`src/logic/exec_pkg.sv`:
```
`default_nettype none

package exec_pkg;

    // Major opcodes seen at issue
    typedef enum logic [6:0] {
        OP_ALU    = 7'b0110011,  // Register ALU, also carries M extension
        OP_ALUI   = 7'b0010011,  // Immediate ALU
        OP_BRANCH = 7'b1100011,  // Conditional branch
        OP_MULDIV = 7'b1001111   // Custom divide opcode
    } opcode_e;

    // Functional unit chosen by the decoder
    typedef enum logic [1:0] {
        UNIT_ADD,
        UNIT_MUL,
        UNIT_DIV
    } unit_e;

    typedef struct packed {
        logic       branch;  // Resolve as a branch
        logic       sub;     // Subtract or arithmetic shift
        logic       muldiv;  // M extension op
        logic       imm;     // Operand2 is an immediate
        logic [2:0] spare;   // Carried only
    } ctl_t;

    typedef struct packed {
        logic [31:0] operand1;
        logic [31:0] operand2;
        logic [2:0]  func3;
        logic [31:0] pc;
        logic [31:0] label;       // Branch offset
        ctl_t        ctl;
        logic [7:0]  rd_phy_reg;
    } uop_t;

    typedef struct packed {
        logic        valid;       // One-cycle pulse per finished op
        logic [7:0]  rd_phy_reg;
        logic [31:0] value;
        logic        taken;       // Branch outcome, low for other ops
    } result_t;

    typedef struct packed {
        logic add;
        logic mul;
        logic div;
    } station_full_t;

    // ALU func3
    localparam logic [2:0] F3_ADD    = 3'b000;  // add or sub
    localparam logic [2:0] F3_SLL    = 3'b001;
    localparam logic [2:0] F3_SLT    = 3'b010;
    localparam logic [2:0] F3_SLTU   = 3'b011;
    localparam logic [2:0] F3_XOR    = 3'b100;
    localparam logic [2:0] F3_SR     = 3'b101;  // srl or sra
    localparam logic [2:0] F3_OR     = 3'b110;
    localparam logic [2:0] F3_AND    = 3'b111;

    // Branch func3
    localparam logic [2:0] F3_BEQ    = 3'b000;
    localparam logic [2:0] F3_BNE    = 3'b001;
    localparam logic [2:0] F3_BLT    = 3'b100;
    localparam logic [2:0] F3_BGE    = 3'b101;
    localparam logic [2:0] F3_BLTU   = 3'b110;
    localparam logic [2:0] F3_BGEU   = 3'b111;

    // Multiply and divide func3
    localparam logic [2:0] F3_MUL    = 3'b000;
    localparam logic [2:0] F3_MULH   = 3'b001;
    localparam logic [2:0] F3_MULHSU = 3'b010;
    localparam logic [2:0] F3_MULHU  = 3'b011;
    localparam logic [2:0] F3_DIV    = 3'b100;
    localparam logic [2:0] F3_DIVU   = 3'b101;
    localparam logic [2:0] F3_REM    = 3'b110;
    localparam logic [2:0] F3_REMU   = 3'b111;

endpackage

`default_nettype wire

```
`src/logic/dispatch_decoder.sv`:
```
`timescale 1ns/100ps
`default_nettype none

module dispatch_decoder (
    input  wire                  clk,
    input  wire                  reset,
    input  wire                  execute_on,  // Issue strobe
    input  wire  [6:0]           opcode,
    input  wire  exec_pkg::uop_t issue_uop,
    output logic                 add_push,
    output logic                 mul_push,
    output logic                 div_push,
    output exec_pkg::uop_t       routed_uop
);

    exec_pkg::unit_e unit;

    // Pick the target station from the major opcode
    always_comb begin
        case (opcode)
            exec_pkg::OP_MULDIV: begin
                unit = exec_pkg::UNIT_DIV;
            end
            exec_pkg::OP_ALU: begin
                // Multiply shares the register ALU opcode
                if (issue_uop.ctl.muldiv) begin
                    unit = exec_pkg::UNIT_MUL;
                end else begin
                    unit = exec_pkg::UNIT_ADD;
                end
            end
            exec_pkg::OP_ALUI,
            exec_pkg::OP_BRANCH: begin
                unit = exec_pkg::UNIT_ADD;
            end
            default: begin
                unit = exec_pkg::UNIT_ADD;  // Unknown opcodes go to the add unit
            end
        endcase
    end

    always_ff @(posedge clk) begin
        if (reset) begin
            add_push   <= 1'b0;
            mul_push   <= 1'b0;
            div_push   <= 1'b0;
            routed_uop <= '0;
        end else begin
            add_push <= execute_on && (unit == exec_pkg::UNIT_ADD);  // One push per issue
            mul_push <= execute_on && (unit == exec_pkg::UNIT_MUL);
            div_push <= execute_on && (unit == exec_pkg::UNIT_DIV);
            if (execute_on) begin
                routed_uop <= issue_uop;
            end
        end
    end

endmodule

`default_nettype wire

```
`config.mk`:
```
export PLATFORM = sky130hd
export DESIGN_NAME = dispatch_decoder
export DESIGN_NICKNAME = d
export VERILOG_FILES = /design/src/logic/exec_pkg.sv /design/src/logic/dispatch_decoder.sv
export SDC_FILE = /design/constraint.sdc
export NUM_CORES = 1
export LEC_CHECK = 0
export ABC_AREA = 1
export BUFFER_PORTS_ARGS = -buffer_cell sky130_fd_sc_hd__buf_2
export CELL_PAD_IN_SITES_DETAIL_PLACEMENT = 0
export CELL_PAD_IN_SITES_GLOBAL_PLACEMENT = 1
export CORE_MARGIN = 2
export CORE_UTILIZATION = 32
export DETAILED_ROUTE_END_ITERATION = 10
export PLACE_DENSITY = 0.84
export SLEW_MARGIN = 10
export SYNTH_ARGS = -nofsm -noshare
export SYNTH_HDL_FRONTEND = slang
export SYNTH_SLANG_ARGS = --single-unit
```
`constraint.sdc`:
```
create_clock -name clk -period 1.3 [get_ports clk]
set_input_delay 0.13 -clock clk [delete_from_list [all_inputs] [get_ports clk]]
set_output_delay 0.13 -clock clk [all_outputs]
set_load 0.05 [all_outputs]
```
==> run metrics <==
Synth top area share=57.0%; CP bufs+invs=4; Total Die Area=0.0174 mm^2; Crit path arrival time=1550 ps; clock root buffer=clkbuf_16; antenna-violating nets left=0; PortBufs=304; core region area=0.0159 mm^2; top cells by area, synth=dfxtp_1 (57%), nor2_1 (22%), o21ai_0 (14%); Die H=132 um; Via density=4.52; RSZ-0062 raised after global routing=no; Slew @ Worst Pin=663 ps; Num CTS Buffers=17; Max Slew Vio Count=0; fin nets=1247; Cells after Synth=660; Max H-tree Level=4; design area=0.00896 mm^2; DR WL/cell=13.3 um; ant diodes=0; status=complete, no violations; critical path's slowest cell=dlygate4sd3_1; chip width=132 um; max-cap violation count=0; initial antenna violation count=0; Yosys warnings=0; TritonCTS clock tree=yes; first-pass GRT wire length=28900 um; synthesized flop and latch total=149; Most Crowded Layer GR=met2; kind of cell adding the most delay to the critical path=buffers and inverters; Setup crit start kind=input pin; critical path endpoint category=flop; final cell utilization of the core=56.2%; DRT Pass-1 Iters=4; Mapped Area=0.00523 mm^2; Starting Density=32.8%; Area growth syn-to-layout=71.3%; Hold Path Class=input pin to flop; I/O Pins=305; Final Hold Viols=0; period utilization=92.5%; Slew HR=55.8%; total grt overflow=0; via count=5964; met2 usage in global routing=34.7%; worst-path maximum fanout=67; sequential fraction of the synthesis area=57.0%; Total Wirelength=17500 um; Sink Count=149; Final HPWL DP=10200 um; Iter 0 DRT Violations=269; post-CTS setup buffers=0; peak supply drop=0.822 mV; CP required=1650 ps; Fmax=0.832 GHz; met1 Use GR=22.7%; PD cells=1450 mW/mm^2; Total Neg Setup Slack=0 ps; largest net degree at the start of global routing=79; Final Skew=0 ps; vias in the first global route=5972; syn nets=816; clk slew on worst S/H paths=60 ps; critical path type=input pin to flop; share of cells above drive strength 1=31.3%; M3 GR Usage=6.84%; Max stage delay on crit path=530 ps; unique cell type count in the Yosys netlist=14; DP Area=0.00681 mm^2; drt drc=0; global-route usage over all layers=20.2%; sequence of cells on the critical path=dlygate4sd3_1, buf_2, clkinv_2, buf_12, o21ai_0, nor2_1; latest clock arrival within the worst-skew pair=410 ps; gpl congestion=0.791; Lkg Pwr=0.00444 uW; Rows=46; setup violators final=0; Synth area leader=dfxtp_1; Avg Synthesized Cell Area=7.93 um^2; min cycle time layout=1200 ps; Clock Path Buffers=2
==> cell usage in the layout (no fill, tap or decap) <==
master,synthesis,final
dlygate4sd3_1,0,149
nand2_1,7,7
clkinvlp_4,0,3
dlymetal6s4s_1,0,1
inv_1,5,5
clkinv_2,0,2
nor2_1,301,300
o21ai_0,146,146
clkbuf_8,0,2
buf_12,0,5
inv_6,0,5
dfxtp_1,149,149
buf_2,3,303
buf_4,3,2
inv_4,1,1
nor2_2,1,2
nand3_1,1,1
bufinv_16,0,4
clkbuf_16,0,17
==> metal layers <==
metal / vias to the layer above / part of all wire, %
met5: - / 0
met4: 0 / 3.1
met3: 36 / 8.0
met2: 247 / 48
met1: 2716 / 40
li1: 2965 / -
==> area by class of cell <==
class | instances | area, um^2
clock buffer | 19 | 453
clock inverter | 13 | 191
fill | 1433 | 6980
inverter | 7 | 30.0
multi-input combinational | 456 | 1900
sequential | 149 | 2980
tap | 216 | 270
timing repair buffer | 460 | 3140
==> what timing repair did <==
item | in CTS | in global routing
hold buffers | 150 | 0
gates resized for setup | 0 | 3
endpoints found under the setup margin | 0 | 8
endpoints found under the hold margin | 148 | 0
==> registers in the layout (all words and copies together), names as in the netlist <==
name,count
add_push,1
div_push,1
mul_push,1
routed_uop,146
==> stage by stage <==
stage	hold WS, ps	power, uW	cells	setup slack [ps]
floorplan	265	6740	660	391
global placement	350	7380	1138	111
detailed placement	356	7400	1138	111
CTS	46.9	13100	1320	28.0
global route	70.9	13600	1320	22.8
finish	66.5	13000	1320	97.4
==> cell usage after synthesis <==
master and instances:
nor2_1 301, dfxtp_1 149, o21ai_0 146, buf_6 15
clkbuf_1 14, clkbuf_2 13, nand2_1 7, inv_1 5
buf_2 3, buf_4 3, inv_2 1, inv_4 1
nand3_1 1, nor2_2 1
==> cell families (layout without fill, tap and decap cells) <==
group,after synthesis,in the layout,synth area share [%]
flip-flops,149,149,57.0
buffers and inverters,55,499,6.74
AO/OA/AOI/OAI,146,146,14.0
AND/OR/NAND/NOR,310,310,22.3
==> power by group <==
part,switching (uW),total [uW],internal (uW)
clock network,2010,5360,3350
logic,1790,2660,871
registers,138,5020,4880
==> path summary, 6_finish.rpt <==
kind | start | endpoint | slack, ps | depth (start not counted)
max | reset | routed_uop[91] | 100 | 6
min | opcode[3] | add_push | 70 | 5
max reg2reg | routed_uop[91] | routed_uop[91] | 600 | 2
min reg2reg | routed_uop[47] | routed_uop[47] | 490 | 2
==> worst reg2reg max path, delay by kind of cell, from the launching register on <==
kind | cells | cell delay (ps)
flip-flops | 1 | 310
AO/OA/AOI/OAI | 1 | 210
AND/OR/NAND/NOR | 1 | 70
Note: power is estimated with default switching activity, not from simulation.
