$ cat config.mk
export PLATFORM = sky130hd
export DESIGN_NAME = mul_unit
export DESIGN_NICKNAME = d
export VERILOG_FILES = /design/src/logic/exec_pkg.sv /design/src/logic/mul_unit.sv
export SDC_FILE = /design/constraint.sdc
export NUM_CORES = 2
export LEC_CHECK = 0
export ABC_AREA = 1
export BUFFER_PORTS_ARGS = -buffer_cell sky130_fd_sc_hd__clkbuf_2
export CAP_MARGIN = 30
export CORE_ASPECT_RATIO = 1.5
export CORE_MARGIN = 5
export CORE_UTILIZATION = 65
export DETAILED_ROUTE_END_ITERATION = 8
export GPL_TIMING_DRIVEN = 0
export PLACE_DENSITY = 0.83
export SKIP_LAST_GASP = 1
export SLEW_MARGIN = 20
export SYNTH_ARGS = -nofsm -noshare
export SYNTH_HDL_FRONTEND = slang
export SYNTH_SLANG_ARGS = --single-unit
$ cat constraint.sdc
create_clock -name clk -period 18.6 [get_ports clk]
set_input_delay 0.93 -clock clk [delete_from_list [all_inputs] [get_ports clk]]
set_output_delay 0.93 -clock clk [all_outputs]
set_load 0.05 [all_outputs]
$ cat src/logic/exec_pkg.sv
`default_nettype none

package exec_pkg;

    // Major opcodes seen at issue
    typedef enum logic [6:0] {
        OP_ALU    = 7'b0110011,  // Register ALU, also carries M extension
        OP_ALUI   = 7'b0010011,  // Immediate ALU
        OP_BRANCH = 7'b1100011,  // Conditional branch
        OP_MULDIV = 7'b1001111   // Custom divide opcode
    } opcode_e;

    // Functional unit chosen by the decoder
    typedef enum logic [1:0] {
        UNIT_ADD,
        UNIT_MUL,
        UNIT_DIV
    } unit_e;

    typedef struct packed {
        logic       branch;  // Resolve as a branch
        logic       sub;     // Subtract or arithmetic shift
        logic       muldiv;  // M extension op
        logic       imm;     // Operand2 is an immediate
        logic [2:0] spare;   // Carried only
    } ctl_t;

    typedef struct packed {
        logic [31:0] operand1;
        logic [31:0] operand2;
        logic [2:0]  func3;
        logic [31:0] pc;
        logic [31:0] label;       // Branch offset
        ctl_t        ctl;
        logic [7:0]  rd_phy_reg;
    } uop_t;

    typedef struct packed {
        logic        valid;       // One-cycle pulse per finished op
        logic [7:0]  rd_phy_reg;
        logic [31:0] value;
        logic        taken;       // Branch outcome, low for other ops
    } result_t;

    typedef struct packed {
        logic add;
        logic mul;
        logic div;
    } station_full_t;

    // ALU func3
    localparam logic [2:0] F3_ADD    = 3'b000;  // add or sub
    localparam logic [2:0] F3_SLL    = 3'b001;
    localparam logic [2:0] F3_SLT    = 3'b010;
    localparam logic [2:0] F3_SLTU   = 3'b011;
    localparam logic [2:0] F3_XOR    = 3'b100;
    localparam logic [2:0] F3_SR     = 3'b101;  // srl or sra
    localparam logic [2:0] F3_OR     = 3'b110;
    localparam logic [2:0] F3_AND    = 3'b111;

    // Branch func3
    localparam logic [2:0] F3_BEQ    = 3'b000;
    localparam logic [2:0] F3_BNE    = 3'b001;
    localparam logic [2:0] F3_BLT    = 3'b100;
    localparam logic [2:0] F3_BGE    = 3'b101;
    localparam logic [2:0] F3_BLTU   = 3'b110;
    localparam logic [2:0] F3_BGEU   = 3'b111;

    // Multiply and divide func3
    localparam logic [2:0] F3_MUL    = 3'b000;
    localparam logic [2:0] F3_MULH   = 3'b001;
    localparam logic [2:0] F3_MULHSU = 3'b010;
    localparam logic [2:0] F3_MULHU  = 3'b011;
    localparam logic [2:0] F3_DIV    = 3'b100;
    localparam logic [2:0] F3_DIVU   = 3'b101;
    localparam logic [2:0] F3_REM    = 3'b110;
    localparam logic [2:0] F3_REMU   = 3'b111;

endpackage

`default_nettype wire

$ cat src/logic/mul_unit.sv
`timescale 1ns/100ps
`default_nettype none

module mul_unit (
    input  wire                  clk,
    input  wire                  reset,
    input  wire                  not_empty,
    input  wire  exec_pkg::uop_t head,
    output logic                 pop,
    output exec_pkg::result_t    result
);

    // Stage 1 holds operands
    logic               s1_valid;
    logic [31:0]        s1_a;
    logic [31:0]        s1_b;
    logic [2:0]         s1_func3;
    logic [7:0]         s1_rd;
    // Stage 2 holds the full product
    logic               s2_valid;
    logic [63:0]        s2_product;
    logic [2:0]         s2_func3;
    logic [7:0]         s2_rd;

    logic signed [32:0] a_ext;
    logic signed [32:0] b_ext;
    logic signed [63:0] product;

    assign pop = not_empty;  // Fully pipelined so it never stalls

    // Sign extension per operand picks the mulh flavour
    assign a_ext   = {((s1_func3 == exec_pkg::F3_MULH) || (s1_func3 == exec_pkg::F3_MULHSU))
                      && s1_a[31], s1_a};
    assign b_ext   = {(s1_func3 == exec_pkg::F3_MULH) && s1_b[31], s1_b};
    assign product = 64'(a_ext) * 64'(b_ext);

    always_ff @(posedge clk) begin
        if (reset) begin
            s1_valid <= 1'b0;
            s2_valid <= 1'b0;
            result   <= '0;
        end else begin
            s1_valid   <= pop;
            s1_a       <= head.operand1;
            s1_b       <= head.operand2;
            s1_func3   <= head.func3;
            s1_rd      <= head.rd_phy_reg;

            s2_valid   <= s1_valid;
            s2_product <= product;
            s2_func3   <= s1_func3;
            s2_rd      <= s1_rd;

            result.valid      <= s2_valid;
            result.rd_phy_reg <= s2_rd;
            result.value      <= (s2_func3 == exec_pkg::F3_MUL) ? s2_product[31:0] :
                                                                  s2_product[63:32];
            result.taken      <= 1'b0;
        end
    end

endmodule

`default_nettype wire

==> qor.yml <==
timing:
  relSlewSlack_pct: 18.67
  fin_skew_ns: 0.05158
  whs_ns: 0.4127
  fin_tns_setup_ns: 0
  fin_ws_ns: 8.909
  setup_violations: 0
  max_slew.worst_pin.slew_ns: 1.220
  final_hold_viol_count: 0
  rsz0062_at_grt: "false"
  period_share_pct: 52.10
  finalMaxSlewViolations: 0
  layout_min_cycle_time_ns: 9.691
  fmax_ghz: 0.1032
yosys:
  synth_top_family_by_area: "adder cells"
  synth_edf_count: 150
  synthXorXnorAreaFrac_pct: 0.9937
  yosysWarnings: 0
  synth_flop_cell: "edfxtp_1"
  yosys_register_bits: 193
  ys_top_cells_by_count: "inv_1, nand2_1, fa_1"
  synth_fp_nets: 6839
  syn_inst: 5353
  synthAdderAreaFrac_pct: 54.93
  async_flop_share_pct: 0
  synth_simple_gate_area_share_pct: 14.51
  yosysMostFrequentCell: "inv_1"
  synth_top_area_share_pct: 49.14
  muxShareOfSynthArea_pct: 0
  synthTopCellsByArea: "fa_1, inv_1, nand2_1, edfxtp_1, ha_1"
  syn_area_um2: 45830
  synth-compound-area-share_pct: 2.422
  ys_types: 46
  ys_seq_area_share_pct: 11.71
  synth.avg_cell_area_um2: 8.562
  yosysTopAreaCell: "fa_1"
global_route:
  grt-ovfl-total: 0
  grt_use_total_pct: 44.33
  grt_pass1_wl_um: 242200
  antenna_found_initial: 7
  grt_pass1_vias: 39430
  grt_max_degree: 57
floorplan:
  initial_core_util_pct: 65.35
  num_rows: 119
  die_y_um: 335.2
  die_area_um2: 76030
  fp.dieW_um: 226.8
  core_region_area_um2: 70130
  io_pins: 192
cts:
  clock-sinks: 193
  cts_tree: "built"
  cts_buffers: 17
  cts-root-buf: "clkbuf_16"
  path_clk_slew_ns: 0.09
  post_cts_buffers: 0
  cts_resized: 0
  cts_max_path_buffers: 2
  clk_latency_ns: 0.55
  cts.htree.levels: 4
  ctsHoldBuffers: 0
worst_setup_path:
  slowest_delay_ns: 0.83
  end_kind: "flip-flop"
  cpMostUsedCell: "fa_1"
  cp_slowest_cell: "fa_1"
  path_class: "reg2reg"
  cp-start-kind: "flip-flop"
  critical_path.max_fanout: 10
  arrival_ns: 9.94
  critPathRequiredTime_ns: 18.85
routing:
  drt-initial-drc-count: 3654
  firstDrtPassIters: 9
  vias_per_cell: 5.699
  antenna_left: 0
  wire_per_inst_um: 25.16
  routed_wl_um: 161900
  remaining_drc_errors: 0
  vias: 36660
place:
  gp_congestion: 1.090
  port_buffers: 119
  post-place-ws_ns: 9.116
  dp_hpwl_um: 140200
status:
  outcome: "complete, no violations"
cells_and_area:
  finish.net_count: 6995
  area_growth_pct: 5.728
  drive_gt1_share_pct: 4.401
min_path:
  min-delay-path-class: "reg2reg"
run:
  cap_violations: 0
[cells in the final DEF (no fill, tap or decap), types with 3 or more instances in the layout]
cell type,synthesis,layout
nor3_2,2,3
nand3b_1,6,6
buf_6,1,8
nor2_1,219,219
a21oi_2,3,3
nand3_1,63,63
diode_2,0,4
fa_1,1125,1125
o21ai_1,8,8
or2_2,7,7
a21oi_1,85,85
xnor2_1,10,10
nand2_2,8,8
nand4_1,11,11
a21o_1,4,4
inv_1,1604,1604
and3_1,3,3
clkbuf_2,0,121
inv_8,0,3
clkbuf_1,250,248
buf_8,0,9
nor2_4,3,3
dfxtp_1,43,43
ha_1,212,212
o21ai_0,73,73
nor2_2,14,14
nor3_1,8,7
nand2_1,1331,1331
inv_2,19,19
xor2_1,42,42
clkbuf_16,0,17
a31oi_1,7,7
inv_6,0,4
nand3_2,4,4
or2_1,3,3
o21bai_1,14,14
clkinv_8,0,4
edfxtp_1,150,150
[through the flow]
step	util, %	instance area, µm²	instances
6_report	69.10	48460	6433
5_1_grt	69.08	48450	6429
4_1_cts	69.00	48390	6425
3_5_place_dp	68.14	47780	6393
3_3_place_gp	67.82	47560	6379
2_1_floorplan	-	45830	5353
[metal layers]
metal	vias up	GRT usage, %	wire length, µm
met2	2408	69.50	73670
met1	18180	50.18	51680
met3	800	13.19	18250
met4	2	35.66	18250
met5	-	0	14
li1	15270	-	-
[critical path: cells and delay by family (launching register included)]
family	cells	cell delay [ns]
adder cells (fa/ha/maj)	9	5.20
buffers and inverters	10	1.65
flip-flops	1	0.43
AND/OR/NAND/NOR	12	2.09
[path summary, 6_finish.rpt]
| check | start | to | slack [ns] | cells past startpoint |
|---|---|---|---|---|
| max | s1_func3[2]$_DFFE_PN_ | s2_product[56]$_DFFE_PN_ | 8.91 | 31 |
| min | s1_valid$_SDFF_PP0_ | s2_valid$_SDFF_PP0_ | 0.41 | 2 |
| max reg2reg | s1_func3[2]$_DFFE_PN_ | s2_product[56]$_DFFE_PN_ | 8.91 | 31 |
| min reg2reg | s1_valid$_SDFF_PP0_ | s2_valid$_SDFF_PP0_ | 0.41 | 2 |
[state kept, by name (all words and copies together) (netlist names)]
signal and cells:
s2_product 64, result 41, s1_a 32, s1_b 32, s1_rd 8, s2_rd 8, s1_func3 3, s2_func3 3
s1_valid 1, s2_valid 1
[kinds of logic after synthesis]
group	Yosys count
buffers and inverters	1880
AND/OR/NAND/NOR	1687
adder cells (fa/ha/maj)	1337
AO/OA/AOI/OAI	203
flip-flops	193
XOR/XNOR	52
other	1
[cell type report]
type / count / area [µm²]
well taps: 907 / 1135
clock inverters: 14 / 175.2
multi-input cells: 3280 / 33400
inverters: 1623 / 6092
repair buffers: 137 / 864.6
plain buffers: 257 / 988.4
fillers: 5737 / 21670
flip-flops and latches: 193 / 5365
diodes: 4 / 10.01
clock buffers: 18 / 429.2
Power is not shown: default switching activity piles up to over one toggle a cycle in this logic, so the estimate is an artifact.
