<file path="src/logic/exec_pkg.sv">
`default_nettype none

package exec_pkg;

    // Major opcodes seen at issue
    typedef enum logic [6:0] {
        OP_ALU    = 7'b0110011,  // Register ALU, also carries M extension
        OP_ALUI   = 7'b0010011,  // Immediate ALU
        OP_BRANCH = 7'b1100011,  // Conditional branch
        OP_MULDIV = 7'b1001111   // Custom divide opcode
    } opcode_e;

    // Functional unit chosen by the decoder
    typedef enum logic [1:0] {
        UNIT_ADD,
        UNIT_MUL,
        UNIT_DIV
    } unit_e;

    typedef struct packed {
        logic       branch;  // Resolve as a branch
        logic       sub;     // Subtract or arithmetic shift
        logic       muldiv;  // M extension op
        logic       imm;     // Operand2 is an immediate
        logic [2:0] spare;   // Carried only
    } ctl_t;

    typedef struct packed {
        logic [31:0] operand1;
        logic [31:0] operand2;
        logic [2:0]  func3;
        logic [31:0] pc;
        logic [31:0] label;       // Branch offset
        ctl_t        ctl;
        logic [7:0]  rd_phy_reg;
    } uop_t;

    typedef struct packed {
        logic        valid;       // One-cycle pulse per finished op
        logic [7:0]  rd_phy_reg;
        logic [31:0] value;
        logic        taken;       // Branch outcome, low for other ops
    } result_t;

    typedef struct packed {
        logic add;
        logic mul;
        logic div;
    } station_full_t;

    // ALU func3
    localparam logic [2:0] F3_ADD    = 3'b000;  // add or sub
    localparam logic [2:0] F3_SLL    = 3'b001;
    localparam logic [2:0] F3_SLT    = 3'b010;
    localparam logic [2:0] F3_SLTU   = 3'b011;
    localparam logic [2:0] F3_XOR    = 3'b100;
    localparam logic [2:0] F3_SR     = 3'b101;  // srl or sra
    localparam logic [2:0] F3_OR     = 3'b110;
    localparam logic [2:0] F3_AND    = 3'b111;

    // Branch func3
    localparam logic [2:0] F3_BEQ    = 3'b000;
    localparam logic [2:0] F3_BNE    = 3'b001;
    localparam logic [2:0] F3_BLT    = 3'b100;
    localparam logic [2:0] F3_BGE    = 3'b101;
    localparam logic [2:0] F3_BLTU   = 3'b110;
    localparam logic [2:0] F3_BGEU   = 3'b111;

    // Multiply and divide func3
    localparam logic [2:0] F3_MUL    = 3'b000;
    localparam logic [2:0] F3_MULH   = 3'b001;
    localparam logic [2:0] F3_MULHSU = 3'b010;
    localparam logic [2:0] F3_MULHU  = 3'b011;
    localparam logic [2:0] F3_DIV    = 3'b100;
    localparam logic [2:0] F3_DIVU   = 3'b101;
    localparam logic [2:0] F3_REM    = 3'b110;
    localparam logic [2:0] F3_REMU   = 3'b111;

endpackage

`default_nettype wire

</file>
<file path="src/logic/rs_queue.sv">
`timescale 1ns/100ps
`default_nettype none

module rs_queue #(
    parameter int DEPTH = 4
) (
    input  wire                  clk,
    input  wire                  reset,
    input  wire                  push,
    input  wire  exec_pkg::uop_t push_uop,
    input  wire                  pop,
    output exec_pkg::uop_t       head,
    output logic                 not_empty,
    output logic                 full
);

    localparam int PTR_W = (DEPTH > 1) ? $clog2(DEPTH) : 1;
    localparam int CNT_W = $clog2(DEPTH + 1);

    exec_pkg::uop_t   mem [DEPTH];
    logic [PTR_W-1:0] wr_ptr;
    logic [PTR_W-1:0] rd_ptr;
    logic [CNT_W-1:0] count;
    logic             do_push;
    logic             do_pop;

    assign not_empty = (count != '0);
    assign full      = (count == CNT_W'(DEPTH));
    assign head      = mem[rd_ptr];

    assign do_pop  = pop && not_empty;
    assign do_push = push && (!full || do_pop);  // A full queue still takes a push on pop

    always_ff @(posedge clk) begin
        if (do_push) begin
            mem[wr_ptr] <= push_uop;
        end
    end

    always_ff @(posedge clk) begin
        if (reset) begin
            wr_ptr <= '0;
            rd_ptr <= '0;
            count  <= '0;
        end else begin
            if (do_push) begin
                wr_ptr <= (wr_ptr == PTR_W'(DEPTH - 1)) ? '0 : wr_ptr + 1'b1;  // Wrap
            end
            if (do_pop) begin
                rd_ptr <= (rd_ptr == PTR_W'(DEPTH - 1)) ? '0 : rd_ptr + 1'b1;
            end
            case ({do_push, do_pop})
                2'b10:   count <= count + 1'b1;
                2'b01:   count <= count - 1'b1;
                default: count <= count;
            endcase
        end
    end

endmodule

`default_nettype wire

</file>
<file path="config.mk">
export PLATFORM = sky130hd
export DESIGN_NAME = rs_queue
export DESIGN_NICKNAME = d
export VERILOG_FILES = /design/src/logic/exec_pkg.sv /design/src/logic/rs_queue.sv
export SDC_FILE = /design/constraint.sdc
export NUM_CORES = 1
export LEC_CHECK = 0
export ABC_AREA = 1
export BUFFER_PORTS_ARGS = -buffer_cell sky130_fd_sc_hd__buf_2
export CAP_MARGIN = 25
export CORE_ASPECT_RATIO = 1.2
export CORE_MARGIN = 4
export CORE_UTILIZATION = 60
export CTS_CLUSTER_SIZE = 8
export DETAILED_ROUTE_END_ITERATION = 16
export HOLD_SLACK_MARGIN = 0.03
export PLACE_DENSITY = 0.83
export SLEW_MARGIN = 10
export SYNTH_ARGS = -nofsm -noshare
export SYNTH_HDL_FRONTEND = slang
export SYNTH_SLANG_ARGS = --single-unit
</file>
<file path="constraint.sdc">
create_clock -name clk -period 17.19 [get_ports clk]
set_input_delay 3.438 -clock clk [delete_from_list [all_inputs] [get_ports clk]]
set_output_delay 3.438 -clock clk [all_outputs]
set_load 0.01 [all_outputs]
</file>
==> impl_results.md <==
- Setup slack on the worst flop-to-flop path: ~13 ns
- Largest cells by area after synthesis: edfxtp_1 80%, nor2_1 5.2%, o22ai_1 4.2%
- Post-Synth XOR/XNOR Area: 0%
- Final number of max-transition violations: 0
- Max capacitance violation total: 0
- Result of the run: finished clean
- Y dimension of the die: 217.5 um
- WL per Instance: 21.33 um
- Multiplexer share of the synthesized area: 0%
- End of the critical path: head[42]
- Critical path's largest stage delay: 0.87 ns
- Area overhead of the layout relative to synthesis: 18.92%
- Power per unit of standard cell area: 148.9 mW/mm2
- Cell row count: 76
- Filler cells: around 2200
- FMAX: 138.9 MHz
- FF-to-FF path depth: 8
- Required time at the worst-slack endpoint: 13.75 ns
- Reg-to-reg critical path endpoint: mem[3][54]
- Synthesized instance count: between 1000 and 1500
- Detailed-route vias per instance: 5.958
- Maximum buffer depth of the clock tree: 3
- Post-synthesis instance area: between 0.02 and 0.025 mm2
- Number of port buffers: 297
- Final non-filler cell area: 0.02610 mm2
- Synth async-reset ratio: 0%
- Io pins: roughly 300
- Area fraction of the dominant cell type after synthesis: 79.89%
- Unrepaired setup endpoints after global routing: no
- First drt pass iteration count: 5
- Overall track demand over capacity in global routing: 24.03%
- Core Util, Final: 72.43%
- Cell-by-cell listing of the critical path: inv_8, buf_16, buf_4, o21ai_1, o22ai_1, buf_2
- Post-CTS Repair Setup Buffers: 0
- Total instance count after detailed placement: 2160
- Data arrival at the endpoint of the critical path: about 3.8 ns
- Proportion of layout cells with a drive suffix above 1: between 20% and 30%
- Unique masters post-synth: 20
- Sequential-to-total area share from yosys stat: 80.71%
- Vias: ~14000
- Placer Congestion: 0.7849
- Slowest cell on the critical path: buf_4
- Net count of the mapped netlist: 1634
- Critical R2R Launch: count[1]
- Post-synthesis average cell area: 14.85 um2
- Register Area: roughly 0.018 mm2
- Post-synth top cells: 584 x edfxtp_1, 302 x nor2_1, 163 x o21ai_0, 146 x o22ai_1, 134 x o21ai_1
- Post-detailed-route DRC marker count: 0
- Hold Slack: 0.5274 ns
- Nets: 1936
- CTS H-tree depth: 3
- Antenna violations before repair: 13
- Instance count on the critical path: 6
- Initial core utilization: 60.91%
- Total Power Consumption: just under 4 mW
- Final Hold Fails: 0
- Total half-perimeter wirelength after legalization and detailed placement: between 20000 and 30000 um
- Placed Instance Area: 0.02375 mm2
- Overflow left after global routing: 0
- Max VDD drop: 144.4 uV
- Hold crit path type: flip-flop to flip-flop
- Root buf cell: clkbuf_16
- Pre-CTS setup slack: 10.39 ns
- CTS sink cnt: 593
- Chip Width: ~180 um
- Clock latency reported for the late side of the worst-skew pair: 0.59 ns
- Number of instances resized during post-cts repair: 0
- Critical path fanouts, max: 149
- Sum of negative setup slack: 0 ns
- Number of non-filler instances in the completed layout: 2281
- Cell with the most instances after synthesis: edfxtp_1
- Wirelength, routed: between 40000 and 50000 um
- First-pass GRT wire length: 73750 um
- Startpoint types: flip-flop
- Number of flops mapped to enable cells by yosys: ~600
- Vias in the first global route: ~14000
- Synthesis Warnings: 0
- Fin crit period: 7.200 ns
- Largest family of logic cells by synthesized area: compound AO/OA/AOI/OAI gates
- Clock input transition at the sequential cells of the worst setup and hold paths: 0.04 ns
- Critical Path End Type: output pin
- Initial DRC Count: 1198
- # setup viols final: 0
- CTS Hold Bufs: 0
- Combined area of the multi-input logic cells: ~0.0037 mm2
- Synth area leader: edfxtp_1
- Fraction of the mapped netlist area in compound gates: 11.10%
- Most frequently used flop master after synthesis: edfxtp_1
- Portion of the clock cycle consumed by the worst path in the final layout: approximately two fifths
- Core Box Area: 0.03604 mm2
- Worst path bufs/invs: 4
- Critical path class: flip-flop to output pin
- Worst Setup Slack, final: 9.990 ns
- Remaining number of nets flagged by the antenna check after routing: 0
- Layout Skew: 0.01451 ns
- Synthesized flop and latch total: just under 600
- Slew Limit Headroom: a little under a third
- Cell family with the largest share of critical-path delay: buffers and inverters
- Worst-Margin Slew: 1.048 ns
- CTS buffer count: 84
- Adder and majority gate portion of the synthesized area: 0.3762%
- CTS tree: built
- Hold Crit Start: count[0]
- Largest net degree at the start of global routing: 150
- Overall die area: around 0.040 mm2
- Simple-gate share of the synthesized area: 5.449%
- Leakage power of the design: just over 9 nW
==> report_power, final <==
part           internal (mW)  total [mW]  switching [mW]
Sequential              1.69        1.73          0.0438
Combinational          0.239       0.727           0.488
Clock                  0.875        1.43           0.554
Total                   2.80        3.89            1.09
==> worst reg2reg max path: cells and delay by family (launching register included) <==
family,cells,cell delay (ns)
simple gates,5,1.13
flops,1,0.35
buf+inv,3,1.83
==> worst min-delay path by stage <==
stage / endpoint / slack, ns / cells past startpoint
2_1_floorplan: count[0] / 0.47 / 2
6_report: count[0] / 0.53 / 2
5_1_grt: count[0] / 0.54 / 2
3_5_place_dp: count[0] / 0.49 / 2
3_3_place_gp: count[0] / 0.49 / 2
4_1_cts: count[0] / 0.53 / 2
==> state kept, by name, indices dropped and copies added (netlist names), named ones only <==
| register | flops |
|---|---|
| mem | 584 |
| wr_ptr | 2 |
| rd_ptr | 2 |
| count | 3 |
==> cell type report <==
class                   count  area share (%)
repair buffers            312           6.404
clock inverters             8          0.4266
well taps                 468           2.243
inverters                  18          0.2972
clock buffers              98           8.254
multi-input cells         771           14.35
flip-flops and latches    593           67.90
diodes                     13          0.1246
==> layer usage <==
layer,wire length (um),up-vias,global-route usage (%)
met1,17740,6695,28.43
met4,1677,8,11.31
li1,-,6209,-
met2,25140,573,41.40
met5,48,-,0
met3,4051,105,6.123
==> cell families after synthesis <==
kind of cell | count (synthesis)
fa+ha+maj | 6
compound gates | 449
flops | 593
buf+inv | 114
simple gates | 316
==> cells in the final DEF (no fill, tap or decap) <==
cell and n:
edfxtp_1 584, nor2_1 298, buf_2 297, o21ai_0 163
o22ai_1 146, o21ai_1 134, clkbuf_16 84, inv_1 16
clkbuf_1 14, diode_2 13, buf_4 11, nand2_1 8
dfxtp_1 7, ha_1 5, nand3_1 4, nor2_4 4
a21oi_1 4, inv_16 3, inv_6 3, buf_16 3
nand4_1 2, dfxtp_4 2, inv_8 1, inv_4 1
o211a_1 1, a21boi_0 1, fa_1 1, clkinv_8 1
clkinv_4 1, buf_12 1
Power figures use the tool's default switching activity.
