**src/logic/exec_pkg.sv**
```systemverilog
`default_nettype none

package exec_pkg;

    // Major opcodes seen at issue
    typedef enum logic [6:0] {
        OP_ALU    = 7'b0110011,  // Register ALU, also carries M extension
        OP_ALUI   = 7'b0010011,  // Immediate ALU
        OP_BRANCH = 7'b1100011,  // Conditional branch
        OP_MULDIV = 7'b1001111   // Custom divide opcode
    } opcode_e;

    // Functional unit chosen by the decoder
    typedef enum logic [1:0] {
        UNIT_ADD,
        UNIT_MUL,
        UNIT_DIV
    } unit_e;

    typedef struct packed {
        logic       branch;  // Resolve as a branch
        logic       sub;     // Subtract or arithmetic shift
        logic       muldiv;  // M extension op
        logic       imm;     // Operand2 is an immediate
        logic [2:0] spare;   // Carried only
    } ctl_t;

    typedef struct packed {
        logic [31:0] operand1;
        logic [31:0] operand2;
        logic [2:0]  func3;
        logic [31:0] pc;
        logic [31:0] label;       // Branch offset
        ctl_t        ctl;
        logic [7:0]  rd_phy_reg;
    } uop_t;

    typedef struct packed {
        logic        valid;       // One-cycle pulse per finished op
        logic [7:0]  rd_phy_reg;
        logic [31:0] value;
        logic        taken;       // Branch outcome, low for other ops
    } result_t;

    typedef struct packed {
        logic add;
        logic mul;
        logic div;
    } station_full_t;

    // ALU func3
    localparam logic [2:0] F3_ADD    = 3'b000;  // add or sub
    localparam logic [2:0] F3_SLL    = 3'b001;
    localparam logic [2:0] F3_SLT    = 3'b010;
    localparam logic [2:0] F3_SLTU   = 3'b011;
    localparam logic [2:0] F3_XOR    = 3'b100;
    localparam logic [2:0] F3_SR     = 3'b101;  // srl or sra
    localparam logic [2:0] F3_OR     = 3'b110;
    localparam logic [2:0] F3_AND    = 3'b111;

    // Branch func3
    localparam logic [2:0] F3_BEQ    = 3'b000;
    localparam logic [2:0] F3_BNE    = 3'b001;
    localparam logic [2:0] F3_BLT    = 3'b100;
    localparam logic [2:0] F3_BGE    = 3'b101;
    localparam logic [2:0] F3_BLTU   = 3'b110;
    localparam logic [2:0] F3_BGEU   = 3'b111;

    // Multiply and divide func3
    localparam logic [2:0] F3_MUL    = 3'b000;
    localparam logic [2:0] F3_MULH   = 3'b001;
    localparam logic [2:0] F3_MULHSU = 3'b010;
    localparam logic [2:0] F3_MULHU  = 3'b011;
    localparam logic [2:0] F3_DIV    = 3'b100;
    localparam logic [2:0] F3_DIVU   = 3'b101;
    localparam logic [2:0] F3_REM    = 3'b110;
    localparam logic [2:0] F3_REMU   = 3'b111;

endpackage

`default_nettype wire

```
**src/logic/div_unit.sv**
```systemverilog
`timescale 1ns/100ps
`default_nettype none

module div_unit (
    input  wire                  clk,
    input  wire                  reset,
    input  wire                  not_empty,
    input  wire  exec_pkg::uop_t head,
    output logic                 pop,
    output exec_pkg::result_t    result
);

    typedef enum logic [1:0] {
        DIV_IDLE,
        DIV_RUN,
        DIV_DONE
    } div_state_e;

    div_state_e  state;
    logic [4:0]  count;        // Iteration index
    logic [31:0] rem_q;        // Partial remainder
    logic [31:0] quo_q;        // Dividend shifting into quotient
    logic [31:0] divisor_q;    // Divisor magnitude
    logic [31:0] dividend_q;   // Original dividend
    logic [7:0]  rd_q;
    logic        is_rem_q;
    logic        neg_quo_q;
    logic        neg_rem_q;
    logic        div_zero_q;
    logic        overflow_q;

    logic        is_signed;
    logic        a_neg;
    logic        b_neg;
    logic [32:0] shifted;
    logic [32:0] trial;
    logic [31:0] quotient;
    logic [31:0] remainder;

    assign pop = (state == DIV_IDLE) && not_empty;

    assign is_signed = (head.func3 == exec_pkg::F3_DIV) || (head.func3 == exec_pkg::F3_REM);
    assign a_neg     = is_signed && head.operand1[31];
    assign b_neg     = is_signed && head.operand2[31];

    // One restoring step
    assign shifted = {rem_q, quo_q[31]};
    assign trial   = shifted - {1'b0, divisor_q};

    assign quotient  = neg_quo_q ? -quo_q : quo_q;
    assign remainder = neg_rem_q ? -rem_q : rem_q;

    always_ff @(posedge clk) begin
        if (reset) begin
            state  <= DIV_IDLE;
            count  <= '0;
            result <= '0;
        end else begin
            result.valid <= 1'b0;
            case (state)
                DIV_IDLE: begin
                    if (pop) begin
                        quo_q      <= a_neg ? -head.operand1 : head.operand1;
                        divisor_q  <= b_neg ? -head.operand2 : head.operand2;
                        rem_q      <= '0;
                        dividend_q <= head.operand1;
                        rd_q       <= head.rd_phy_reg;
                        is_rem_q   <= (head.func3 == exec_pkg::F3_REM) ||
                                      (head.func3 == exec_pkg::F3_REMU);
                        neg_quo_q  <= a_neg ^ b_neg;
                        neg_rem_q  <= a_neg;  // Remainder follows the dividend sign
                        div_zero_q <= (head.operand2 == '0);
                        overflow_q <= is_signed && (head.operand1 == 32'h8000_0000) &&
                                      (head.operand2 == 32'hffff_ffff);
                        count      <= '0;
                        state      <= DIV_RUN;
                    end
                end
                DIV_RUN: begin
                    if (!trial[32]) begin
                        rem_q <= trial[31:0];
                        quo_q <= {quo_q[30:0], 1'b1};
                    end else begin
                        rem_q <= shifted[31:0];
                        quo_q <= {quo_q[30:0], 1'b0};
                    end
                    count <= count + 1'b1;
                    if (count == 5'd31) begin
                        state <= DIV_DONE;
                    end
                end
                DIV_DONE: begin
                    result.valid      <= 1'b1;
                    result.rd_phy_reg <= rd_q;
                    result.taken      <= 1'b0;
                    if (div_zero_q) begin
                        result.value <= is_rem_q ? dividend_q : 32'hffff_ffff;
                    end else if (overflow_q) begin
                        result.value <= is_rem_q ? 32'd0 : dividend_q;
                    end else begin
                        result.value <= is_rem_q ? remainder : quotient;
                    end
                    state <= DIV_IDLE;
                end
                default: begin
                    state <= DIV_IDLE;
                end
            endcase
        end
    end

endmodule

`default_nettype wire

```
**config.mk**
```make
export PLATFORM = sky130hd
export DESIGN_NAME = div_unit
export DESIGN_NICKNAME = d
export VERILOG_FILES = /design/src/logic/exec_pkg.sv /design/src/logic/div_unit.sv
export SDC_FILE = /design/constraint.sdc
export NUM_CORES = 1
export LEC_CHECK = 0
export BUFFER_PORTS_ARGS = -buffer_cell sky130_fd_sc_hd__buf_2
export CORE_MARGIN = 5
export CORE_UTILIZATION = 35
export DETAILED_ROUTE_END_ITERATION = 8
export PLACE_DENSITY_LB_ADDON = 0.05
export SLEW_MARGIN = 20
export SYNTH_ARGS = -nofsm -noshare
export SYNTH_HDL_FRONTEND = slang
export SYNTH_SLANG_ARGS = --single-unit
```
**constraint.sdc**
```tcl
create_clock -name clk -period 4.7 [get_ports clk]
set_input_delay 0.235 -clock clk [delete_from_list [all_inputs] [get_ports clk]]
set_output_delay 0.235 -clock clk [all_outputs]
set_load 0.03 [all_outputs]
```
==> impl_metrics.yaml, run 1 <==
run_status:
  status: "complete, no violations"
yosys:
  yosys_most_used_dff: "edfxtp_1"
  post-synth-top-area-cell: "edfxtp_1"
  synth_top_area_share_pct: 33.7
  syn_avg_cell_area_um2: 9.00
  synthArstFlopShare_pct: 0
  netlist-cell-type-count: 84
  synth.most_common_cell: "edfxtp_1"
  ys_ff_latch: 189
  syn_area_um2: 12500
  yosysSeqAreaShare_pct: 41.4
  syn_inst: 1394
  synthTopCellsByArea: "edfxtp_1 (34%), dfxtp_1 (7.7%), a21oi_1 (5.5%), xnor2_1 (5.4%), o21ai_0 (4.5%)"
  synth_nets: 1583
  synth_edf_count: 141
  ys_top_cells_by_count: "edfxtp_1 (141), a21oi_1 (137), nand2_1 (132)"
  yosysWarnings: 0
floorplanning:
  floorplan.initialDensity_pct: 35.4
  io_pins: 192
  row_count: 69
  die_area_um2: 39700
  core_area_um2: 35500
  fp.dieH_um: 199
  die_w_um: 199
timing:
  setup_ws_ns: 0.957
  finalHoldViolCount: 0
  fin_skew_ns: 0.0150
  rsz0062_at_grt: "false"
  period_needed_ns: 3.74
  setup_violations: 0
  final.period_utilization_pct: 79.6
  worst_pin_slew_ns: 0.839
  max_freq_mhz: 267
  tns_ns: 0
  relSlewSlack_pct: 43.4
  drv_slew: 0
critical_path:
  crit_required_ns: 5.00
  cp_max_fo: 37
  cp-startpoint: "rem_q[0]$_SDFFCE_PN0P_"
  critPathKind: "reg2reg"
  start_kind: "register"
  cp-end-kind: "register"
  crit_arrival_ns: 4.04
  regToRegStartpoint: "rem_q[0]$_SDFFCE_PN0P_"
finish:
  antenna_cells: 0
  drive_above_1_share_pct: 13.5
  stdcell_count: 1968
  area_growth_pct: 14.1
  nets: 1683
power:
  powerDensity_nw_per_um2: 299
  p_leak_nw: 5.36
  peakVddDrop_uv: 252
place:
  routabilityCongestion: 0.872
  pre_cts_slack_ns: 1.00
  portBuffers: 119
  place_hpwl_um: 29700
  placed_cells: 1918
global_route:
  grt_antenna_before_repair: 0
  grt_overflow: 0
  grt_pass1_wl_um: 60200
  grtUsageTotal_pct: 19.6
  grt_pass1_vias: 10100
  grt_max_degree: 65
routing:
  via_per_inst: 5.43
  detail-route-antenna-nets: 0
  drc: 0
  dr.pass1.iters: 5
  drt_iter0_drc: 610
  wl_per_cell_um: 19.9
  routed_wl_um: 39200
  vias: 10700
cts:
  cts_root_buf: "clkbuf_16"
  cts.reportedPaths.clkPinSlew_ns: 0.08
  cts_buffers: 17
  post-cts-setup-buffers: 0
  cts_tree: "yes"
  clock-sinks: 189
  cts_buffer_depth: 2
  h-tree-depth: 4
  clock_latency_ns: 0.45
run:
  drv_cap: 0
hold_path:
  hold_path_startpoint: "head[125]"
  holdCritPathClass: "in2reg"
-- power breakdown --
part           total (mW)  internal [mW]  switching, mW
sequential           2.00           1.90          0.104
clock                1.42          0.734          0.685
combinational       0.853          0.342          0.511
-- layout by cell type (no fill, tap or decap), types with 9 or more instances in the layout --
cell type / instances
a211oi_1: 9
a21o_1: 13
a21oi_1: 137
a31oi_1: 11
buf_2: 119
buf_4: 15
clkbuf_16: 17
dfxtp_1: 48
dlygate4sd3_1: 18
edfxtp_1: 141
ha_1: 39
inv_1: 61
mux2i_1: 26
nand2_1: 132
nand2b_1: 24
nand3_1: 10
nand4_1: 16
nor2_1: 129
nor3_1: 58
nor4_1: 13
o21ai_0: 112
o22ai_1: 9
o31ai_1: 25
o41ai_1: 17
or4_1: 12
xnor2_1: 77
xor2_1: 62
-- path summary, 6_finish.rpt --
check | end | slack [ns] | cells after the start
worst max register to register | rem_q[1]$_SDFFCE_PN0P_ | 0.96 | 11
worst min register to register | result[40]$_SDFFE_PP0P_ | 0.45 | 2
worst max-delay path | rem_q[1]$_SDFFCE_PN0P_ | 0.96 | 11
worst min-delay path | dividend_q[11]$_DFFE_PP_ | 0.02 | 1
-- repair_timing --
| item | in CTS | in global routing |
|---|---|---|
| hold buffers | 18 | 0 |
| gates resized for setup | 0 | 0 |
| hold endpoints to repair | 18 | 0 |
-- flip-flops by register name, indices dropped and copies added (netlist names) --
| register | flops |
|---|---|
| count | 5 |
| div_zero_q | 1 |
| dividend_q | 32 |
| divisor_q | 32 |
| is_rem_q | 1 |
| neg_quo_q | 1 |
| neg_rem_q | 1 |
| overflow_q | 1 |
| quo_q | 32 |
| rd_q | 8 |
| rem_q | 32 |
| result | 41 |
| state | 2 |
-- area by class of cell --
cell class / count / area, µm²
fill: 3644 / 21200
multi-input combinational: 1071 / 6870
sequential: 189 / 5190
timing repair buffer: 152 / 888
tap: 461 / 577
clock buffer: 19 / 433
inverter: 63 / 236
clock inverter: 13 / 114
-- per-stage QoR --
step | util, % | hold slack [ns] | cell area (µm²) | power [mW]
floorplan | - | 0.334 | 12500 | 2.60
global placement | 38.3 | 0.421 | 13600 | 2.87
detailed placement | 38.3 | 0.416 | 13600 | 2.88
CTS | 40.3 | 0.000897 | 14300 | 4.32
global route | 40.3 | 0.0120 | 14300 | 4.48
finish | 40.3 | 0.0221 | 14300 | 4.27
-- kinds of logic after synthesis --
| logic type | after synthesis | synth area share (%) |
|---|---|---|
| and+or+nand+nor | 465 | 18.5 |
| AOI/OAI and AO/OA | 396 | 19.7 |
| DFF | 189 | 41.4 |
| xor gates and xnor gates | 139 | 9.70 |
| buffers and inverters | 134 | 4.11 |
| adders and majority gates | 40 | 4.05 |
| muxes | 30 | 2.43 |
| other | 1 | 0.0299 |
-- worst max-delay path: stages (launching register included) --
cell and delay, ns:
edfxtp_1 0.49, inv_1 0.16, fa_1 0.47, nand2b_1 0.19
a21o_1 0.19, a211o_1 0.34, a21boi_1 0.35, o211ai_1 0.21
o211ai_4 0.19, buf_4 0.51, mux2_2 0.39, nor2_1 0.09
-- routing by layer --
metal  global-route usage [%]  vias up  wire (µm)
li1                         -     5304          -
met3                     2.34       15       1780
met5                        0        -          0
met2                     30.1      261      17300
met1                     30.0     5102      19800
met4                     3.85        0        361
Note: power is estimated with default switching activity, not from simulation.
==> inputs of run 2 (changes only) <==
--- a/config.mk
+++ b/config.mk
@@ -5,6 +5,7 @@
 export SDC_FILE = /design/constraint.sdc
 export NUM_CORES = 1
 export LEC_CHECK = 0
+export ABC_AREA = 1
 export BUFFER_PORTS_ARGS = -buffer_cell sky130_fd_sc_hd__buf_2
 export CORE_MARGIN = 5
 export CORE_UTILIZATION = 35
==> constraint.sdc (replaced) <==
create_clock -name clk -period 3.2 [get_ports clk]
set_input_delay 0.16 -clock clk [delete_from_list [all_inputs] [get_ports clk]]
set_output_delay 0.16 -clock clk [all_outputs]
set_load 0.03 [all_outputs]
==> impl_metrics.yaml, run 2 <==
timing:
  drv_slew: 0
  finalHoldViolCount: 0
  setup_ws_ns: 0.415
  final.period_utilization_pct: 87.0
  tns_ns: 0
  rsz0062_at_grt: "false"
  period_needed_ns: 2.79
  setup_violations: 0
  max_freq_mhz: 359
  relSlewSlack_pct: 41.5
  fin_skew_ns: 0.0120
  worst_pin_slew_ns: 0.869
critical_path:
  slowest_stage: "fa_1"
  timing.critical_path.mode_cell: "nand2_2"
  cp-end-kind: "register"
  crit_family: "simple AND/OR/NAND/NOR gates"
  slowest_delay_ns: 0.42
  worstPathBufferInverterCount: 2
  crit_required_ns: 3.42
  crit_arrival_ns: 3.01
  start_kind: "register"
  crit_chain: "inv_1, ha_1, fa_1, o21ai_2, nand2_1, nand2_2, nand2_1, nand2_2, nand2_2, nand3_1, nand2_2, buf_12, o21ai_0, a21oi_2"
  cp_max_fo: 30
  critPathKind: "reg2reg"
cts:
  clock-sinks: 189
  cts_root_buf: "clkbuf_16"
  cts_tree: "yes"
  cts_buffers: 17
  cts.reportedPaths.clkPinSlew_ns: 0.08
  clock_latency_ns: 0.47
  cts_buffer_depth: 2
  h-tree-depth: 4
yosys:
  synthTopCellsByArea: "edfxtp_1 (32%), nand2_1 (13%), dfxtp_1 (7.3%), nor2_1 (6.4%), nand3_1 (5.8%)"
  synth_top_area_share_pct: 31.9
  yosysSeqAreaShare_pct: 39.2
  ys_ff_latch: 189
  synthArstFlopShare_pct: 0
  netlist-cell-type-count: 47
  syn_avg_cell_area_um2: 7.17
  syn_area_um2: 13300
  yosysWarnings: 0
  ys_top_cells_by_count: "nand2_1 (449), nor2_1 (225), inv_1 (203)"
  synth.most_common_cell: "nand2_1"
  post-synth-top-area-cell: "edfxtp_1"
  synth_edf_count: 141
  syn_inst: 1848
  synth_nets: 2037
  yosys_most_used_dff: "edfxtp_1"
finish:
  nFillCells: 4048
  fin_util_pct: 41.2
  nets: 2179
  final_cell_mix: "nand2_1 (448), nor2_1 (223), inv_1 (203)"
  design_area_um2: 15500
  multi_input_area_um2: 7040
  top_register: "result"
  seqCellArea_um2: 5200
  area_growth_pct: 16.7
  drive_above_1_share_pct: 11.1
  antenna_cells: 0
  final_common_cell: "nand2_1"
  largest_reg_flops: 41
global_route:
  grt.met1_usage_pct: 28.7
  grtUsageTotal_pct: 20.6
  top_usage_layer: "met2"
  grt_use_met3_pct: 3.67
  grt_max_degree: 81
  grt_pass1_wl_um: 67200
  grt_pass1_vias: 12200
  grt_antenna_before_repair: 0
  grt_overflow: 0
  grt.met2_usage_pct: 33.6
routing:
  drt_iter0_drc: 853
  drc: 0
  wl_per_cell_um: 17.0
  detail-route-antenna-nets: 0
  routed_wl_um: 42800
  via_per_inst: 5.06
  vias: 12700
  dr.pass1.iters: 5
floorplanning:
  floorplan.initialDensity_pct: 35.4
  row_count: 71
  die_area_um2: 41900
  fp.dieH_um: 205
  die_w_um: 205
  io_pins: 192
  core_area_um2: 37500
place:
  place_hpwl_um: 33100
  routabilityCongestion: 0.886
  place_area_um2: 14400
  pre_cts_slack_ns: 0.372
  portBuffers: 119
run:
  drv_cap: 0
run_status:
  status: "complete, no violations"
power:
  p_leak_nw: 6.61
  peakVddDrop_uv: 361
  powerDensity_nw_per_um2: 418
hold_path:
  holdCritPathClass: "in2reg"
[run 2: changes by cell type in the layout (fill, tap and decap cells not counted), sizes merged, moves of 26 or more]
| cell | before | now |
|---|---|---|
| nand2 | 133 | 459 |
| inv | 66 | 210 |
| nand3 | 12 | 155 |
| nor2 | 131 | 233 |
| o21ai | 114 | 172 |
| xnor2 | 77 | 19 |
| nor3 | 59 | 23 |
| mux2i | 26 | 0 |
[run 2: cells by family (layout without fill, tap and decap cells)]
kind of cell    after synthesis  in the layout  share of synthesized area, %
other cells                   1              1                        0.0283
compound gates              361            361                          14.7
simple gates                915            915                          29.2
flops                       189            189                          39.2
fa+ha+maj                    40             40                          3.83
buf+inv                     266            421                          7.95
xor+xnor                     76             76                          5.02
[run 2: layer usage]
layer  vias up  wire length [µm]
met2       239             20000
li1       6478                 -
met1      5966             20400
met5         -                 0
met3        29              1850
met4         0               583
[run 2: final timing paths]
path                           startpoint                       to  slack [ns]  depth (start not counted)
hold reg to reg   result[29]$_SDFFE_PP0P_  result[29]$_SDFFE_PP0P_        0.46                          2
setup reg to reg      quo_q[31]$_DFFE_PP_  rem_q[13]$_SDFFCE_PN0P_        0.41                         14
setup / recovery      quo_q[31]$_DFFE_PP_  rem_q[13]$_SDFFCE_PN0P_        0.41                         14
hold / removal                   head[97]  divisor_q[15]$_DFFE_PP_        0.04                          3
[run 2: final cells by class]
class,count,share of cell area (%)
sequential,189,33.6
timing repair buffer,183,7.90
tap,511,4.14
multi-input combinational,1393,45.5
inverter,206,5.00
clock inverter,13,0.834
clock buffer,19,3.00
[run 2: worst register-to-register path: cells and delay by family (launching register included)]
family | cells | cell delay [ns]
fa+ha+maj | 2 | 0.64
flops | 1 | 0.37
buf+inv | 2 | 0.31
simple gates | 7 | 0.75
compound gates | 3 | 0.48
[run 2: timing repair]
item	4_1_cts	5_1_grt
hold endpoints to repair	42	0
gates resized for setup	0	0
hold buffers	43	0
setup buffers	0	0
[run 2: per-stage QoR]
stage	power, mW	std cells	hold slack (ns)
after floorplan	3.86	1848	0.259
after global placement	4.29	2439	0.337
after detailed placement	4.30	2439	0.339
after CTS	6.54	2514	0.0186
after global routing	6.83	2514	0.0362
final	6.46	2514	0.0384
[run 2: power by group]
| part | internal [mW] | total (mW) | switching, mW | leakage [nW] |
|---|---|---|---|---|
| clock | 1.09 | 2.18 | 1.09 | 0.288 |
| sequential | 2.79 | 2.90 | 0.104 | 1.72 |
| combinational | 0.466 | 1.39 | 0.922 | 4.61 |
==> inputs of run 3 (changes only) <==
--- a/config.mk
+++ b/config.mk
@@ -10,8 +10,8 @@
 export CORE_MARGIN = 5
 export CORE_UTILIZATION = 35
 export DETAILED_ROUTE_END_ITERATION = 8
-export PLACE_DENSITY_LB_ADDON = 0.05
 export SLEW_MARGIN = 20
 export SYNTH_ARGS = -nofsm -noshare
 export SYNTH_HDL_FRONTEND = slang
 export SYNTH_SLANG_ARGS = --single-unit
+export TNS_END_PERCENT = 5
==> impl_metrics.yaml, run 3 (synthesis results as in run 2) <==
timing:
  max_freq_mhz: 358
  final.period_utilization_pct: 87.3
  finalHoldViolCount: 0
  setup_ws_ns: 0.406
  worst_pin_slew_ns: 1.01
  setup_violations: 0
  fin_skew_ns: 0.0185
  period_needed_ns: 2.79
  rsz0062_at_grt: "false"
  drv_slew: 0
  relSlewSlack_pct: 32.7
critical_path:
  crit_chain: "inv_1, ha_1, fa_1, o21ai_2, nand2_1, nand2_2, nand2_1, nand2_2, nand2_2, nand3_1, nand2_2, buf_12, o21ai_0, a21oi_2"
  slowest_delay_ns: 0.42
  critPathKind: "reg2reg"
  crit_arrival_ns: 2.99
  cp-end-kind: "register"
  slowest_stage: "fa_1"
  start_kind: "register"
  cp_max_fo: 29
  crit_required_ns: 3.40
  timing.critical_path.mode_cell: "nand2_2"
routing:
  via_per_inst: 5.10
  vias: 12800
  drt_iter0_drc: 944
  drc: 0
  routed_wl_um: 40200
  detail-route-antenna-nets: 0
  wl_per_cell_um: 16.0
  dr.pass1.iters: 5
floorplanning:
  fp.dieH_um: 205
  floorplan.initialDensity_pct: 35.4
  io_pins: 192
  core_area_um2: 37500
  row_count: 71
  die_w_um: 205
  die_area_um2: 41900
hold_path:
  holdCritPathClass: "in2reg"
power:
  power_mw: 6.58
  peakVddDrop_uv: 311
  powerDensity_nw_per_um2: 425
  p_leak_nw: 6.62
cts:
  clock-sinks: 189
  cts_root_buf: "clkbuf_16"
  cts_tree: "yes"
  h-tree-depth: 4
  cts.reportedPaths.clkPinSlew_ns: 0.08
  post_cts_resized: 0
  cts_buffers: 17
  cts_buffer_depth: 2
  clock_latency_ns: 0.46
global_route:
  grt_antenna_before_repair: 0
  grt_max_degree: 68
  grt_overflow: 0
  grtUsageTotal_pct: 18.9
  grt_pass1_vias: 12400
  grt_pass1_wl_um: 63600
finish:
  drive_above_1_share_pct: 11.1
  final_cell_mix: "nand2_1 (448), nor2_1 (223), inv_1 (203)"
  area_growth_pct: 16.8
  nFillCells: 3952
  nets: 2178
  antenna_cells: 0
  stdcell_count: 2513
  top_register: "result"
  largest_reg_flops: 41
  final_common_cell: "nand2_1"
place:
  pre_cts_slack_ns: 0.422
  portBuffers: 119
  placed_cells: 2439
  routabilityCongestion: 0.930
  place_hpwl_um: 31100
run:
  drv_cap: 0
run_status:
  status: "complete, no violations"
-- run 3: cell types whose count changed in the layout (fill, tap and decap cells not counted), sizes merged --
| cell | before | now |
|---|---|---|
| clkinv | 8 | 3 |
| dlygate4sd3 | 43 | 42 |
| clkbuf | 19 | 17 |
| inv | 210 | 217 |
-- run 3: critical path: cells and delay by family (launching register included) --
| kind | cells | cell delay, ns |
|---|---|---|
| and+or+nand+nor | 7 | 0.75 |
| adders and majority gates | 2 | 0.64 |
| AOI/OAI and AO/OA | 3 | 0.47 |
| DFF | 1 | 0.37 |
| buffers and inverters | 2 | 0.31 |
-- run 3: cell type report --
cell class,count,area [µm²],area share [%]
flip-flops and latches,189,5200,33.6
clock inverters,15,216,1.40
multi-input cells,1393,7040,45.5
repair buffers,182,1190,7.66
clock buffers,17,425,2.75
well taps,511,639,4.13
inverters,206,773,5.00
-- run 3: report_power, final --
part           internal, mW  switching [mW]
logic                 0.463           0.908
clock network          1.11            1.20
registers              2.79           0.103
total                  4.36            2.21
-- run 3: what timing repair did --
item                                    CTS  global route
hold buffers                             42             0
buffers inserted                          0             0
endpoints found under the hold margin    41             0
endpoints found under the setup margin    0             0
-- run 3: path summary, 6_finish.rpt --
check | startpoint | endpoint | slack (ns) | cells past startpoint
min | head[97] | divisor_q[15]$_DFFE_PP_ | 0.05 | 3
min reg2reg | result[16]$_SDFFE_PP0P_ | result[16]$_SDFFE_PP0P_ | 0.47 | 2
max reg2reg | quo_q[31]$_DFFE_PP_ | rem_q[6]$_SDFFCE_PN0P_ | 0.41 | 14
max | quo_q[31]$_DFFE_PP_ | rem_q[6]$_SDFFCE_PN0P_ | 0.41 | 14
-- run 3: layer usage --
layer / global-route usage [%] / vias up / wire (µm)
li1: - / 6465 / -
met1: 23.9 / 6005 / 17500
met2: 33.3 / 290 / 19900
met3: 2.33 / 64 / 1550
met4: 6.94 / 0 / 1320
met5: 0 / - / 0
-- run 3: per-stage QoR --
step	instance area, µm²	hold slack, ns	TNS [ns]	util, %
after CTS	15500	0.0306	0	41.3
after global placement	14400	0.338	0	38.4
after detailed placement	14400	0.338	0	38.4
after global routing	15500	0.0590	0	41.3
after floorplan	13300	0.259	-8.29	-
final	15500	0.0465	0	41.3
